<file path="src/vga_timing_pkg.sv">
package vga_timing_pkg;

	// screen coordinate wide enough for the full 800x525 raster
	typedef logic [9:0] coord_t;

	// horizontal timing in pixels
	localparam int H_ACTIVE = 640;
	localparam int H_FRONT  = 16;
	localparam int H_SYNC   = 96;
	localparam int H_BACK   = 48;

	// vertical timing in lines
	localparam int V_ACTIVE = 480;
	localparam int V_FRONT  = 10;
	localparam int V_SYNC   = 2;
	localparam int V_BACK   = 33;

endpackage

</file>
<file path="src/battle_scene_pkg.sv">
package battle_scene_pkg;

	typedef logic [3:0]  color_t;
	typedef logic [3:0]  pixel_index_t;
	typedef logic [15:0] bkg_addr_t;
	typedef logic [10:0] sprite_addr_t;
	typedef logic [7:0]  health_t;
	typedef logic [3:0]  battle_state_t;

	// battle viewport on the 640x480 screen
	localparam int VIEW_X0 = 200;
	localparam int VIEW_Y0 = 160;
	localparam int VIEW_W  = 240;
	localparam int VIEW_H  = 160;

	// opponent sprite
	localparam int SPRITE_X0 = 360;
	localparam int SPRITE_Y0 = 183;
	localparam int SPRITE_W  = 42;
	localparam int SPRITE_H  = 40;

	// menu cursor corners
	localparam int CURSOR_SIZE = 10;
	localparam int CURSOR_COL0 = 292;
	localparam int CURSOR_COL1 = 352;
	localparam int CURSOR_ROW0 = 281;
	localparam int CURSOR_ROW1 = 303;

	// health bars grow left from an exclusive right end
	localparam int OPP_BAR_RIGHT  = 267;
	localparam int OPP_BAR_FULL   = 36;
	localparam int OPP_BAR_TOP    = 189;
	localparam int OPP_BAR_BOT    = 190;
	localparam int USER_BAR_RIGHT = 435;
	localparam int USER_BAR_FULL  = 38;
	localparam int USER_BAR_TOP   = 244;
	localparam int USER_BAR_BOT   = 247;
	localparam int HEALTH_FULL    = 100;

	// background palette
	function automatic color_t bkg_green(pixel_index_t idx);
		return color_t'(4'd15 - idx);
	endfunction

	function automatic color_t bkg_blue(pixel_index_t idx);
		return color_t'(idx ^ 4'd5);
	endfunction

endpackage

</file>
<file path="src/vga_raster_counter.sv">
`timescale 1ns/1ps

module vga_raster_counter #(
	parameter int H_ACTIVE = vga_timing_pkg::H_ACTIVE,
	parameter int H_FRONT  = vga_timing_pkg::H_FRONT,
	parameter int H_SYNC   = vga_timing_pkg::H_SYNC,
	parameter int H_BACK   = vga_timing_pkg::H_BACK,
	parameter int V_ACTIVE = vga_timing_pkg::V_ACTIVE,
	parameter int V_FRONT  = vga_timing_pkg::V_FRONT,
	parameter int V_SYNC   = vga_timing_pkg::V_SYNC,
	parameter int V_BACK   = vga_timing_pkg::V_BACK
) (
	input  logic                   vga_clk,
	input  logic                   rst_n,
	output vga_timing_pkg::coord_t draw_x,
	output vga_timing_pkg::coord_t draw_y,
	output logic                   hsync,
	output logic                   vsync,
	output logic                   active,
	output logic                   frame_start
);
	import vga_timing_pkg::*;

	localparam int H_TOTAL      = H_ACTIVE + H_FRONT + H_SYNC + H_BACK;
	localparam int V_TOTAL      = V_ACTIVE + V_FRONT + V_SYNC + V_BACK;
	localparam int H_SYNC_START = H_ACTIVE + H_FRONT;
	localparam int V_SYNC_START = V_ACTIVE + V_FRONT;

	coord_t h_next;
	coord_t v_next;

	always_comb begin
		h_next = draw_x + coord_t'(1);
		v_next = draw_y;
		if (draw_x == coord_t'(H_TOTAL - 1)) begin
			h_next = '0;
			if (draw_y == coord_t'(V_TOTAL - 1))
				v_next = '0;
			else
				v_next = draw_y + coord_t'(1);
		end
	end

	// flags decoded from the next position so they line up with the counters
	always_ff @(posedge vga_clk or negedge rst_n) begin
		if (!rst_n) begin
			draw_x      <= '0;
			draw_y      <= '0;
			hsync       <= 1'b1;
			vsync       <= 1'b1;
			active      <= 1'b0;
			frame_start <= 1'b0;
		end else begin
			draw_x      <= h_next;
			draw_y      <= v_next;
			hsync       <= !(h_next >= H_SYNC_START && h_next < H_SYNC_START + H_SYNC);
			vsync       <= !(v_next >= V_SYNC_START && v_next < V_SYNC_START + V_SYNC);
			active      <= (h_next < H_ACTIVE) && (v_next < V_ACTIVE);
			// first pixel of the front porch line
			frame_start <= (h_next == '0) && (v_next == coord_t'(V_ACTIVE));
		end
	end

endmodule

</file>
<file path="src/health_latch_fsm.sv">
`timescale 1ns/1ps

module health_latch_fsm (
	input  logic                      vga_clk,
	input  logic                      rst_n,
	input  logic                      frame_start,
	input  logic                      health_req,
	input  battle_scene_pkg::health_t health_opp_in,
	input  battle_scene_pkg::health_t health_user_in,
	output logic                      health_ack,
	output battle_scene_pkg::health_t health_opp,
	output battle_scene_pkg::health_t health_user
);
	typedef enum logic [1:0] {
		idle,
		wait_frame,
		acked
	} state_t;

	state_t state;
	state_t state_next;

	always_comb begin
		state_next = state;
		case (state)
			idle: begin
				if (health_req)
					state_next = wait_frame;
			end
			// hold off until vertical blank so bars never tear
			wait_frame: begin
				if (frame_start)
					state_next = acked;
			end
			acked: begin
				if (!health_req)
					state_next = idle;
			end
			default: state_next = idle;
		endcase
	end

	always_ff @(posedge vga_clk or negedge rst_n) begin
		if (!rst_n) begin
			state       <= idle;
			health_opp  <= '0;
			health_user <= '0;
		end else begin
			state <= state_next;
			if (state == wait_frame && frame_start) begin
				health_opp  <= health_opp_in;
				health_user <= health_user_in;
			end
		end
	end

	assign health_ack = (state == acked);

endmodule

</file>
<file path="src/viewport_mapper.sv">
`timescale 1ns/1ps

module viewport_mapper (
	input  logic                           vga_clk,
	input  logic                           rst_n,
	input  vga_timing_pkg::coord_t         draw_x,
	input  vga_timing_pkg::coord_t         draw_y,
	output logic                           in_view,
	output logic                           sprite_on,
	output battle_scene_pkg::bkg_addr_t    bkg_addr,
	output battle_scene_pkg::sprite_addr_t sprite_addr
);
	import vga_timing_pkg::*;
	import battle_scene_pkg::*;

	coord_t view_x;
	coord_t view_y;
	coord_t spr_x;
	coord_t spr_y;
	logic   view_hit;
	logic   spr_hit;

	// window-relative position wraps when left of or above the window
	assign view_x = draw_x - coord_t'(VIEW_X0);
	assign view_y = draw_y - coord_t'(VIEW_Y0);
	assign spr_x  = draw_x - coord_t'(SPRITE_X0);
	assign spr_y  = draw_y - coord_t'(SPRITE_Y0);

	assign view_hit = (draw_x >= VIEW_X0) && (view_x < VIEW_W)
		&& (draw_y >= VIEW_Y0) && (view_y < VIEW_H);
	assign spr_hit = (draw_x >= SPRITE_X0) && (spr_x < SPRITE_W)
		&& (draw_y >= SPRITE_Y0) && (spr_y < SPRITE_H);

	always_ff @(posedge vga_clk or negedge rst_n) begin
		if (!rst_n) begin
			in_view     <= 1'b0;
			sprite_on   <= 1'b0;
			bkg_addr    <= '0;
			sprite_addr <= '0;
		end else begin
			in_view   <= view_hit;
			sprite_on <= spr_hit;
			if (view_hit)
				bkg_addr <= bkg_addr_t'(view_x) + bkg_addr_t'(view_y) * bkg_addr_t'(VIEW_W);
			else
				bkg_addr <= '0;
			if (spr_hit)
				sprite_addr <= sprite_addr_t'(spr_x)
					+ sprite_addr_t'(spr_y) * sprite_addr_t'(SPRITE_W);
			else
				sprite_addr <= '0;
		end
	end

endmodule

</file>
<file path="src/hud_overlay.sv">
`timescale 1ns/1ps

module hud_overlay (
	input  logic                            vga_clk,
	input  logic                            rst_n,
	input  vga_timing_pkg::coord_t          draw_x,
	input  vga_timing_pkg::coord_t          draw_y,
	input  battle_scene_pkg::battle_state_t battle_state,
	input  battle_scene_pkg::health_t       health_opp,
	input  battle_scene_pkg::health_t       health_user,
	output logic                            cursor_on,
	output logic                            bar_on
);
	import vga_timing_pkg::*;
	import battle_scene_pkg::*;

	coord_t cursor_x;
	coord_t cursor_y;
	logic   cursor_valid;
	logic   cursor_hit;
	coord_t opp_width;
	coord_t user_width;
	logic   opp_hit;
	logic   user_hit;

	// one bar pixel per three health points up to the full width
	function automatic coord_t bar_width(health_t health, int full);
		if (health >= HEALTH_FULL)
			return coord_t'(full);
		return coord_t'(health / 8'd3);
	endfunction

	always_comb begin
		cursor_valid = 1'b1;
		cursor_x     = coord_t'(CURSOR_COL0);
		cursor_y     = coord_t'(CURSOR_ROW0);
		case (battle_state)
			4'd1, 4'd5: ;
			4'd2, 4'd6: cursor_x = coord_t'(CURSOR_COL1);
			4'd3, 4'd7: cursor_y = coord_t'(CURSOR_ROW1);
			4'd4, 4'd8: begin
				cursor_x = coord_t'(CURSOR_COL1);
				cursor_y = coord_t'(CURSOR_ROW1);
			end
			default: cursor_valid = 1'b0;
		endcase
	end

	assign cursor_hit = cursor_valid
		&& (draw_x >= cursor_x) && (draw_x < cursor_x + coord_t'(CURSOR_SIZE))
		&& (draw_y >= cursor_y) && (draw_y < cursor_y + coord_t'(CURSOR_SIZE));

	assign opp_width  = bar_width(health_opp, OPP_BAR_FULL);
	assign user_width = bar_width(health_user, USER_BAR_FULL);

	assign opp_hit = (draw_x >= coord_t'(OPP_BAR_RIGHT) - opp_width)
		&& (draw_x < OPP_BAR_RIGHT) && (draw_y >= OPP_BAR_TOP) && (draw_y <= OPP_BAR_BOT);
	assign user_hit = (draw_x >= coord_t'(USER_BAR_RIGHT) - user_width)
		&& (draw_x < USER_BAR_RIGHT) && (draw_y >= USER_BAR_TOP) && (draw_y <= USER_BAR_BOT);

	always_ff @(posedge vga_clk or negedge rst_n) begin
		if (!rst_n) begin
			cursor_on <= 1'b0;
			bar_on    <= 1'b0;
		end else begin
			cursor_on <= cursor_hit;
			bar_on    <= opp_hit || user_hit;
		end
	end

endmodule

</file>
<file path="src/pixel_compositor.sv">
`timescale 1ns/1ps

module pixel_compositor (
	input  logic                           vga_clk,
	input  logic                           rst_n,
	input  logic                           in_view,
	input  logic                           sprite_on,
	input  logic                           cursor_on,
	input  logic                           bar_on,
	input  logic                           hsync,
	input  logic                           vsync,
	input  logic                           active,
	input  battle_scene_pkg::pixel_index_t bkg_index,
	input  battle_scene_pkg::pixel_index_t sprite_index,
	output battle_scene_pkg::color_t       red,
	output battle_scene_pkg::color_t       green,
	output battle_scene_pkg::color_t       blue,
	output logic                           hsync_out,
	output logic                           vsync_out,
	output logic                           de
);
	import battle_scene_pkg::*;

	// raster signals arrive one stage ahead of the mapper flags
	logic [2:0] hs_pipe;
	logic [2:0] vs_pipe;
	logic [2:0] act_pipe;
	logic       in_view_q;
	logic       sprite_q;
	logic       cursor_q;
	logic       bar_q;

	always_ff @(posedge vga_clk or negedge rst_n) begin
		if (!rst_n) begin
			hs_pipe   <= '1;
			vs_pipe   <= '1;
			act_pipe  <= '0;
			in_view_q <= 1'b0;
			sprite_q  <= 1'b0;
			cursor_q  <= 1'b0;
			bar_q     <= 1'b0;
		end else begin
			hs_pipe   <= {hs_pipe[1:0], hsync};
			vs_pipe   <= {vs_pipe[1:0], vsync};
			act_pipe  <= {act_pipe[1:0], active};
			in_view_q <= in_view;
			sprite_q  <= sprite_on;
			cursor_q  <= cursor_on;
			bar_q     <= bar_on;
		end
	end

	// later assignments win so the lowest priority comes first
	always_ff @(posedge vga_clk or negedge rst_n) begin
		if (!rst_n) begin
			red   <= '0;
			green <= '0;
			blue  <= '0;
		end else begin
			red   <= '0;
			green <= '0;
			blue  <= '0;
			if (act_pipe[1] && in_view_q) begin
				red   <= bkg_index;
				green <= bkg_green(bkg_index);
				blue  <= bkg_blue(bkg_index);
				if (cursor_q) begin
					red   <= '0;
					green <= '0;
					blue  <= '0;
				end
				// index 0 is see-through
				if (sprite_q && sprite_index != '0) begin
					red   <= sprite_index;
					green <= sprite_index;
					blue  <= '0;
				end
				if (bar_q) begin
					red   <= 4'hf;
					green <= '0;
					blue  <= '0;
				end
			end
		end
	end

	assign hsync_out = hs_pipe[2];
	assign vsync_out = vs_pipe[2];
	assign de        = act_pipe[2];

endmodule

</file>
<file path="src/battle_display_top.sv">
`timescale 1ns/1ps

module battle_display_top #(
	parameter int H_ACTIVE = vga_timing_pkg::H_ACTIVE,
	parameter int H_FRONT  = vga_timing_pkg::H_FRONT,
	parameter int H_SYNC   = vga_timing_pkg::H_SYNC,
	parameter int H_BACK   = vga_timing_pkg::H_BACK,
	parameter int V_ACTIVE = vga_timing_pkg::V_ACTIVE,
	parameter int V_FRONT  = vga_timing_pkg::V_FRONT,
	parameter int V_SYNC   = vga_timing_pkg::V_SYNC,
	parameter int V_BACK   = vga_timing_pkg::V_BACK
) (
	input  logic                            vga_clk,
	input  logic                            rst_n,
	input  logic                            health_req,
	input  battle_scene_pkg::health_t       health_opp_in,
	input  battle_scene_pkg::health_t       health_user_in,
	input  battle_scene_pkg::battle_state_t battle_state,
	input  battle_scene_pkg::pixel_index_t  bkg_index,
	input  battle_scene_pkg::pixel_index_t  sprite_index,
	output logic                            health_ack,
	output battle_scene_pkg::bkg_addr_t     bkg_addr,
	output battle_scene_pkg::sprite_addr_t  sprite_addr,
	output battle_scene_pkg::color_t        red,
	output battle_scene_pkg::color_t        green,
	output battle_scene_pkg::color_t        blue,
	output logic                            hsync_out,
	output logic                            vsync_out,
	output logic                            de
);
	import vga_timing_pkg::*;
	import battle_scene_pkg::*;

	coord_t  draw_x;
	coord_t  draw_y;
	logic    hsync;
	logic    vsync;
	logic    active;
	logic    frame_start;
	health_t health_opp;
	health_t health_user;
	logic    in_view;
	logic    sprite_on;
	logic    cursor_on;
	logic    bar_on;

	vga_raster_counter #(
		.H_ACTIVE (H_ACTIVE),
		.H_FRONT  (H_FRONT),
		.H_SYNC   (H_SYNC),
		.H_BACK   (H_BACK),
		.V_ACTIVE (V_ACTIVE),
		.V_FRONT  (V_FRONT),
		.V_SYNC   (V_SYNC),
		.V_BACK   (V_BACK)
	) i_vga_raster_counter (
		.vga_clk     (vga_clk),
		.rst_n       (rst_n),
		.draw_x      (draw_x),
		.draw_y      (draw_y),
		.hsync       (hsync),
		.vsync       (vsync),
		.active      (active),
		.frame_start (frame_start)
	);

	health_latch_fsm i_health_latch_fsm (
		.vga_clk        (vga_clk),
		.rst_n          (rst_n),
		.frame_start    (frame_start),
		.health_req     (health_req),
		.health_opp_in  (health_opp_in),
		.health_user_in (health_user_in),
		.health_ack     (health_ack),
		.health_opp     (health_opp),
		.health_user    (health_user)
	);

	viewport_mapper i_viewport_mapper (
		.vga_clk     (vga_clk),
		.rst_n       (rst_n),
		.draw_x      (draw_x),
		.draw_y      (draw_y),
		.in_view     (in_view),
		.sprite_on   (sprite_on),
		.bkg_addr    (bkg_addr),
		.sprite_addr (sprite_addr)
	);

	hud_overlay i_hud_overlay (
		.vga_clk      (vga_clk),
		.rst_n        (rst_n),
		.draw_x       (draw_x),
		.draw_y       (draw_y),
		.battle_state (battle_state),
		.health_opp   (health_opp),
		.health_user  (health_user),
		.cursor_on    (cursor_on),
		.bar_on       (bar_on)
	);

	pixel_compositor i_pixel_compositor (
		.vga_clk      (vga_clk),
		.rst_n        (rst_n),
		.in_view      (in_view),
		.sprite_on    (sprite_on),
		.cursor_on    (cursor_on),
		.bar_on       (bar_on),
		.hsync        (hsync),
		.vsync        (vsync),
		.active       (active),
		.bkg_index    (bkg_index),
		.sprite_index (sprite_index),
		.red          (red),
		.green        (green),
		.blue         (blue),
		.hsync_out    (hsync_out),
		.vsync_out    (vsync_out),
		.de           (de)
	);

endmodule

</file>
<file path="config.mk">
export PLATFORM = sky130hd
export DESIGN_NAME = battle_display_top
export DESIGN_NICKNAME = d
export VERILOG_FILES = /design/src/vga_timing_pkg.sv /design/src/battle_scene_pkg.sv /design/src/vga_raster_counter.sv /design/src/health_latch_fsm.sv /design/src/viewport_mapper.sv /design/src/hud_overlay.sv /design/src/pixel_compositor.sv /design/src/battle_display_top.sv
export SDC_FILE = /design/constraint.sdc
export NUM_CORES = 1
export LEC_CHECK = 0
export BUFFER_PORTS_ARGS = -buffer_cell sky130_fd_sc_hd__buf_2
export CORE_UTILIZATION = 31
export CTS_BUF_LIST = sky130_fd_sc_hd__clkbuf_4 sky130_fd_sc_hd__clkbuf_8
export CTS_CLUSTER_DIAMETER = 50
export DETAILED_ROUTE_END_ITERATION = 8
export HOLD_SLACK_MARGIN = 0.03
export PLACE_DENSITY_LB_ADDON = 0.15
export SKIP_CTS_REPAIR_TIMING = 1
export SLEW_MARGIN = 40
export SYNTH_ARGS = -nofsm -noshare
export SYNTH_HDL_FRONTEND = slang
export SYNTH_SLANG_ARGS = --single-unit
export TNS_END_PERCENT = 10
</file>
<file path="constraint.sdc">
create_clock -name vga_clk -period 7.8 [get_ports vga_clk]
set_input_delay 0.78 -clock vga_clk [delete_from_list [all_inputs] [get_ports vga_clk]]
set_output_delay 0.78 -clock vga_clk [all_outputs]
set_load 0.02 [all_outputs]
</file>
==> impl_metrics.env <==
export IMPL_synth_edf_count=0
export IMPL_syn_to_final_growth_pct=10.3
export IMPL_drc=12
export IMPL_cp_start_kind="register"
export IMPL_layout_commonest_cell="ha_1"
export IMPL_grt_overflow=0
export IMPL_critPathRequiredTime_ns=8.09
export IMPL_placed_cells=1286
export IMPL_path_buf_inv=4
export IMPL_max_stage_delay_ns=0.74
export IMPL_dieArea_mm2=0.0275
export IMPL_crit_family="adder cells"
export IMPL_ios=74
export IMPL_yosys_area_share_simple_pct=18.0
export IMPL_antenna_found_initial=0
export IMPL_drv_cap=0
export IMPL_layout_setup_ws_ns=2.81
export IMPL_finalWirelength_mm=20.7
export IMPL_relSlewSlack_pct=43.2
export IMPL_syn_cell_area_mm2=0.00833
export IMPL_syn_avg_cell_area_um2=9.06
export IMPL_synthCells=920
export IMPL_instances_no_fill=1302
export IMPL_tritoncts="done"
export IMPL_first_iter_violations=478
export IMPL_finalPower_uw=993
export IMPL_crit_chain="inv_1, ha_1, and2_1, nor2_1, xnor2_1, ha_1, ha_1, inv_1, fa_1, inv_1, ha_1, inv_1, o21bai_1, a21oi_1, xnor2_1, ha_1, a21o_1, a31o_2, o31ai_1, xnor2_1, and2_1"
export IMPL_synth_area_leaders="dfrtp_1 (27%), ha_1 (15%), fa_1 (5.0%)"
export IMPL_synth_nets=1070
export IMPL_critPathMostFrequentCell="ha_1"
export IMPL_die_w_um=166
export IMPL_first_pass_iters=8
export IMPL_finalHoldViolations=0
export IMPL_grt_max_degree=79
export IMPL_n_antenna_cell=0
export IMPL_synthAdderAreaFrac_pct=19.8
export IMPL_hp_class="in2async"
export IMPL_floorplan_initialDensity_pct=31.8
export IMPL_coreArea_mm2=0.0262
export IMPL_maxSlewViolCount=0
export IMPL_cts_sinks=98
export IMPL_p_per_area_mw_per_mm2=108
export IMPL_cp_arrival_ns=5.28
export IMPL_portBuffers=73
export IMPL_cp_max_fo=14
export IMPL_hpwl_mm=15.5
export IMPL_final_cell_mix="ha_1 (98), dfrtp_1 (90), nor2_1 (78)"
export IMPL_slowest_stage="dfrtp_1"
export IMPL_die_h_um=166
export IMPL_cts_root_buffer="clkbuf_8"
export IMPL_min_period_over_period_pct=63.9
export IMPL_clock_path_buffers=2
export IMPL_async_reset_ff_share_pct=100
export IMPL_yosysSeqAreaShare_pct=29.6
export IMPL_drtAntennaViolNets=0
export IMPL_finalSetupViolCount=0
export IMPL_dp_slack_ns=2.85
export IMPL_rsz0062_at_grt="false"
export IMPL_synth_compound_area_share_pct=15.7
export IMPL_wl_per_cell_um=15.9
export IMPL_fin_worst_skew_ns=0.0160
export IMPL_drive_above_1_share_pct=15.0
export IMPL_synth_xor_area_share_pct=7.00
export IMPL_worst_slew_pin_slew_ns=0.852
export IMPL_yosys_register_bits=98
export IMPL_synthMuxAreaShare_pct=4.43
export IMPL_num_fill_cells=2695
export IMPL_max_freq_mhz=201
export IMPL_synth_top_area_cell="dfrtp_1"
export IMPL_viasPerCell=5.05
export IMPL_synth_top_area_share_pct=27.0
export IMPL_insertion_delay_ns=0.40
export IMPL_final_util_pct=35.1
export IMPL_htreeDepth=3
export IMPL_ys_flop_type="dfrtp_1"
export IMPL_grt_pass1_vias=6363
export IMPL_multiInputGateArea_mm2=0.00542
export IMPL_synth_top_family_by_area="adder cells"
export IMPL_ys_types=73
export IMPL_vias=6578
export IMPL_cts_buffers=9
export IMPL_grt_pass1_wl_mm=34.1
export IMPL_violations="design-rule violations"
export IMPL_cts_clk_slew_worst_paths_ns=0.12
export IMPL_final_nets=1112
export IMPL_seqCellArea_mm2=0.00246
export IMPL_synth_warnings=0
export IMPL_status="complete, but fails checks"
export IMPL_num_rows=59
export IMPL_crit_type="reg2reg"
export IMPL_grt_use_total_pct=15.4
export IMPL_power_leakage_nw=4.37
export IMPL_end_kind="register"
export IMPL_gp_congestion=0.850
export IMPL_tns_ns=0
export IMPL_min_period_ns=4.99
export IMPL_ir_drop_mv=0.0732
synthesized netlist by cell type, types with 6 or more instances:
master    instances
o211ai_1         11
nor3_1           12
nor3b_1          12
or2_2             6
fa_1             21
a31oi_1           6
or3_1             7
mux2i_1          11
nand2b_1         11
xnor2_1          41
nand4_1           9
inv_1            69
nor2b_1          23
nand3_1          21
and2_1           16
dfrtp_1          90
a211oi_1          8
a21o_1           11
mux2_2           23
clkbuf_1         35
xor2_1           23
nor2_1           79
o21ai_0          40
and3_1            6
ha_1             98
a21oi_1          53
nand2_1          61
o21bai_1          7
dfstp_2           8
registers in the layout (all words and copies together), names as in the netlist, 8 cells and up:
signal,cells
i_viewport_mapper.bkg_addr,16
i_vga_raster_counter.draw_x,10
i_health_latch_fsm.health_opp,8
i_viewport_mapper.sprite_addr,11
i_health_latch_fsm.health_user,8
i_vga_raster_counter.draw_y,10
worst paths after layout:
check | from | depth (start not counted) | endpoint | slack (ns)
worst min-delay path | rst_n | 1 | i_viewport_mapper.bkg_addr[6] | 0.26
worst max-delay path | i_vga_raster_counter.draw_y[3] | 21 | i_viewport_mapper.sprite_addr[10] | 2.81
worst min register to register | i_hud_overlay.cursor_on | 0 | i_pixel_compositor.cursor_q | 0.36
max in group asynchronous | rst_n | 2 | i_vga_raster_counter.draw_x[3] | 6.51
min in group vga_clk | i_hud_overlay.cursor_on | 0 | i_pixel_compositor.cursor_q | 0.36
worst max register to register | i_vga_raster_counter.draw_y[3] | 21 | i_viewport_mapper.sprite_addr[10] | 2.81
logic make-up (layout without fill, tap and decap cells):
group / after synthesis / in the layout
AOI/OAI and AO/OA: 198 / 198
adders and majority gates: 119 / 119
buffers and inverters: 116 / 163
DFF: 98 / 98
other: 2 / 2
muxes: 34 / 34
and+or+nand+nor: 288 / 288
xor gates and xnor gates: 65 / 65
report_power, final:
group	internal (mW)	switching, mW
Sequential	0.512	0.0155
Clock	0.158	0.219
Combinational	0.0426	0.0464
per-layer routing:
metal  track usage [%]  share of wire (%)  up-vias
li1                  -                  -     3302
met1              22.2                 50     3107
met2              23.5                 44      148
met3              2.03                4.2       21
met4              5.40                1.9        0
met5                 0                  0        -
per-stage QoR:
step           instance area (µm²)  hold WS, ns
2_1_floorplan                 8330        0.331
3_3_place_gp                  8950        0.334
3_5_place_dp                  8960        0.335
4_1_cts                       9180        0.260
5_1_grt                       9190        0.273
6_report                      9190        0.263
area by class of cell:
cell class,instances,area share (%)
Inverter,70,2.86
Sequential cell,98,26.8
Clock buffer,9,1.35
Timing Repair Buffer,77,4.41
Tap cell,335,4.56
Multi-Input combinational cell,706,59.0
Clock inverter,7,1.02
No activity file was read; power rests on OpenSTA's default activity.
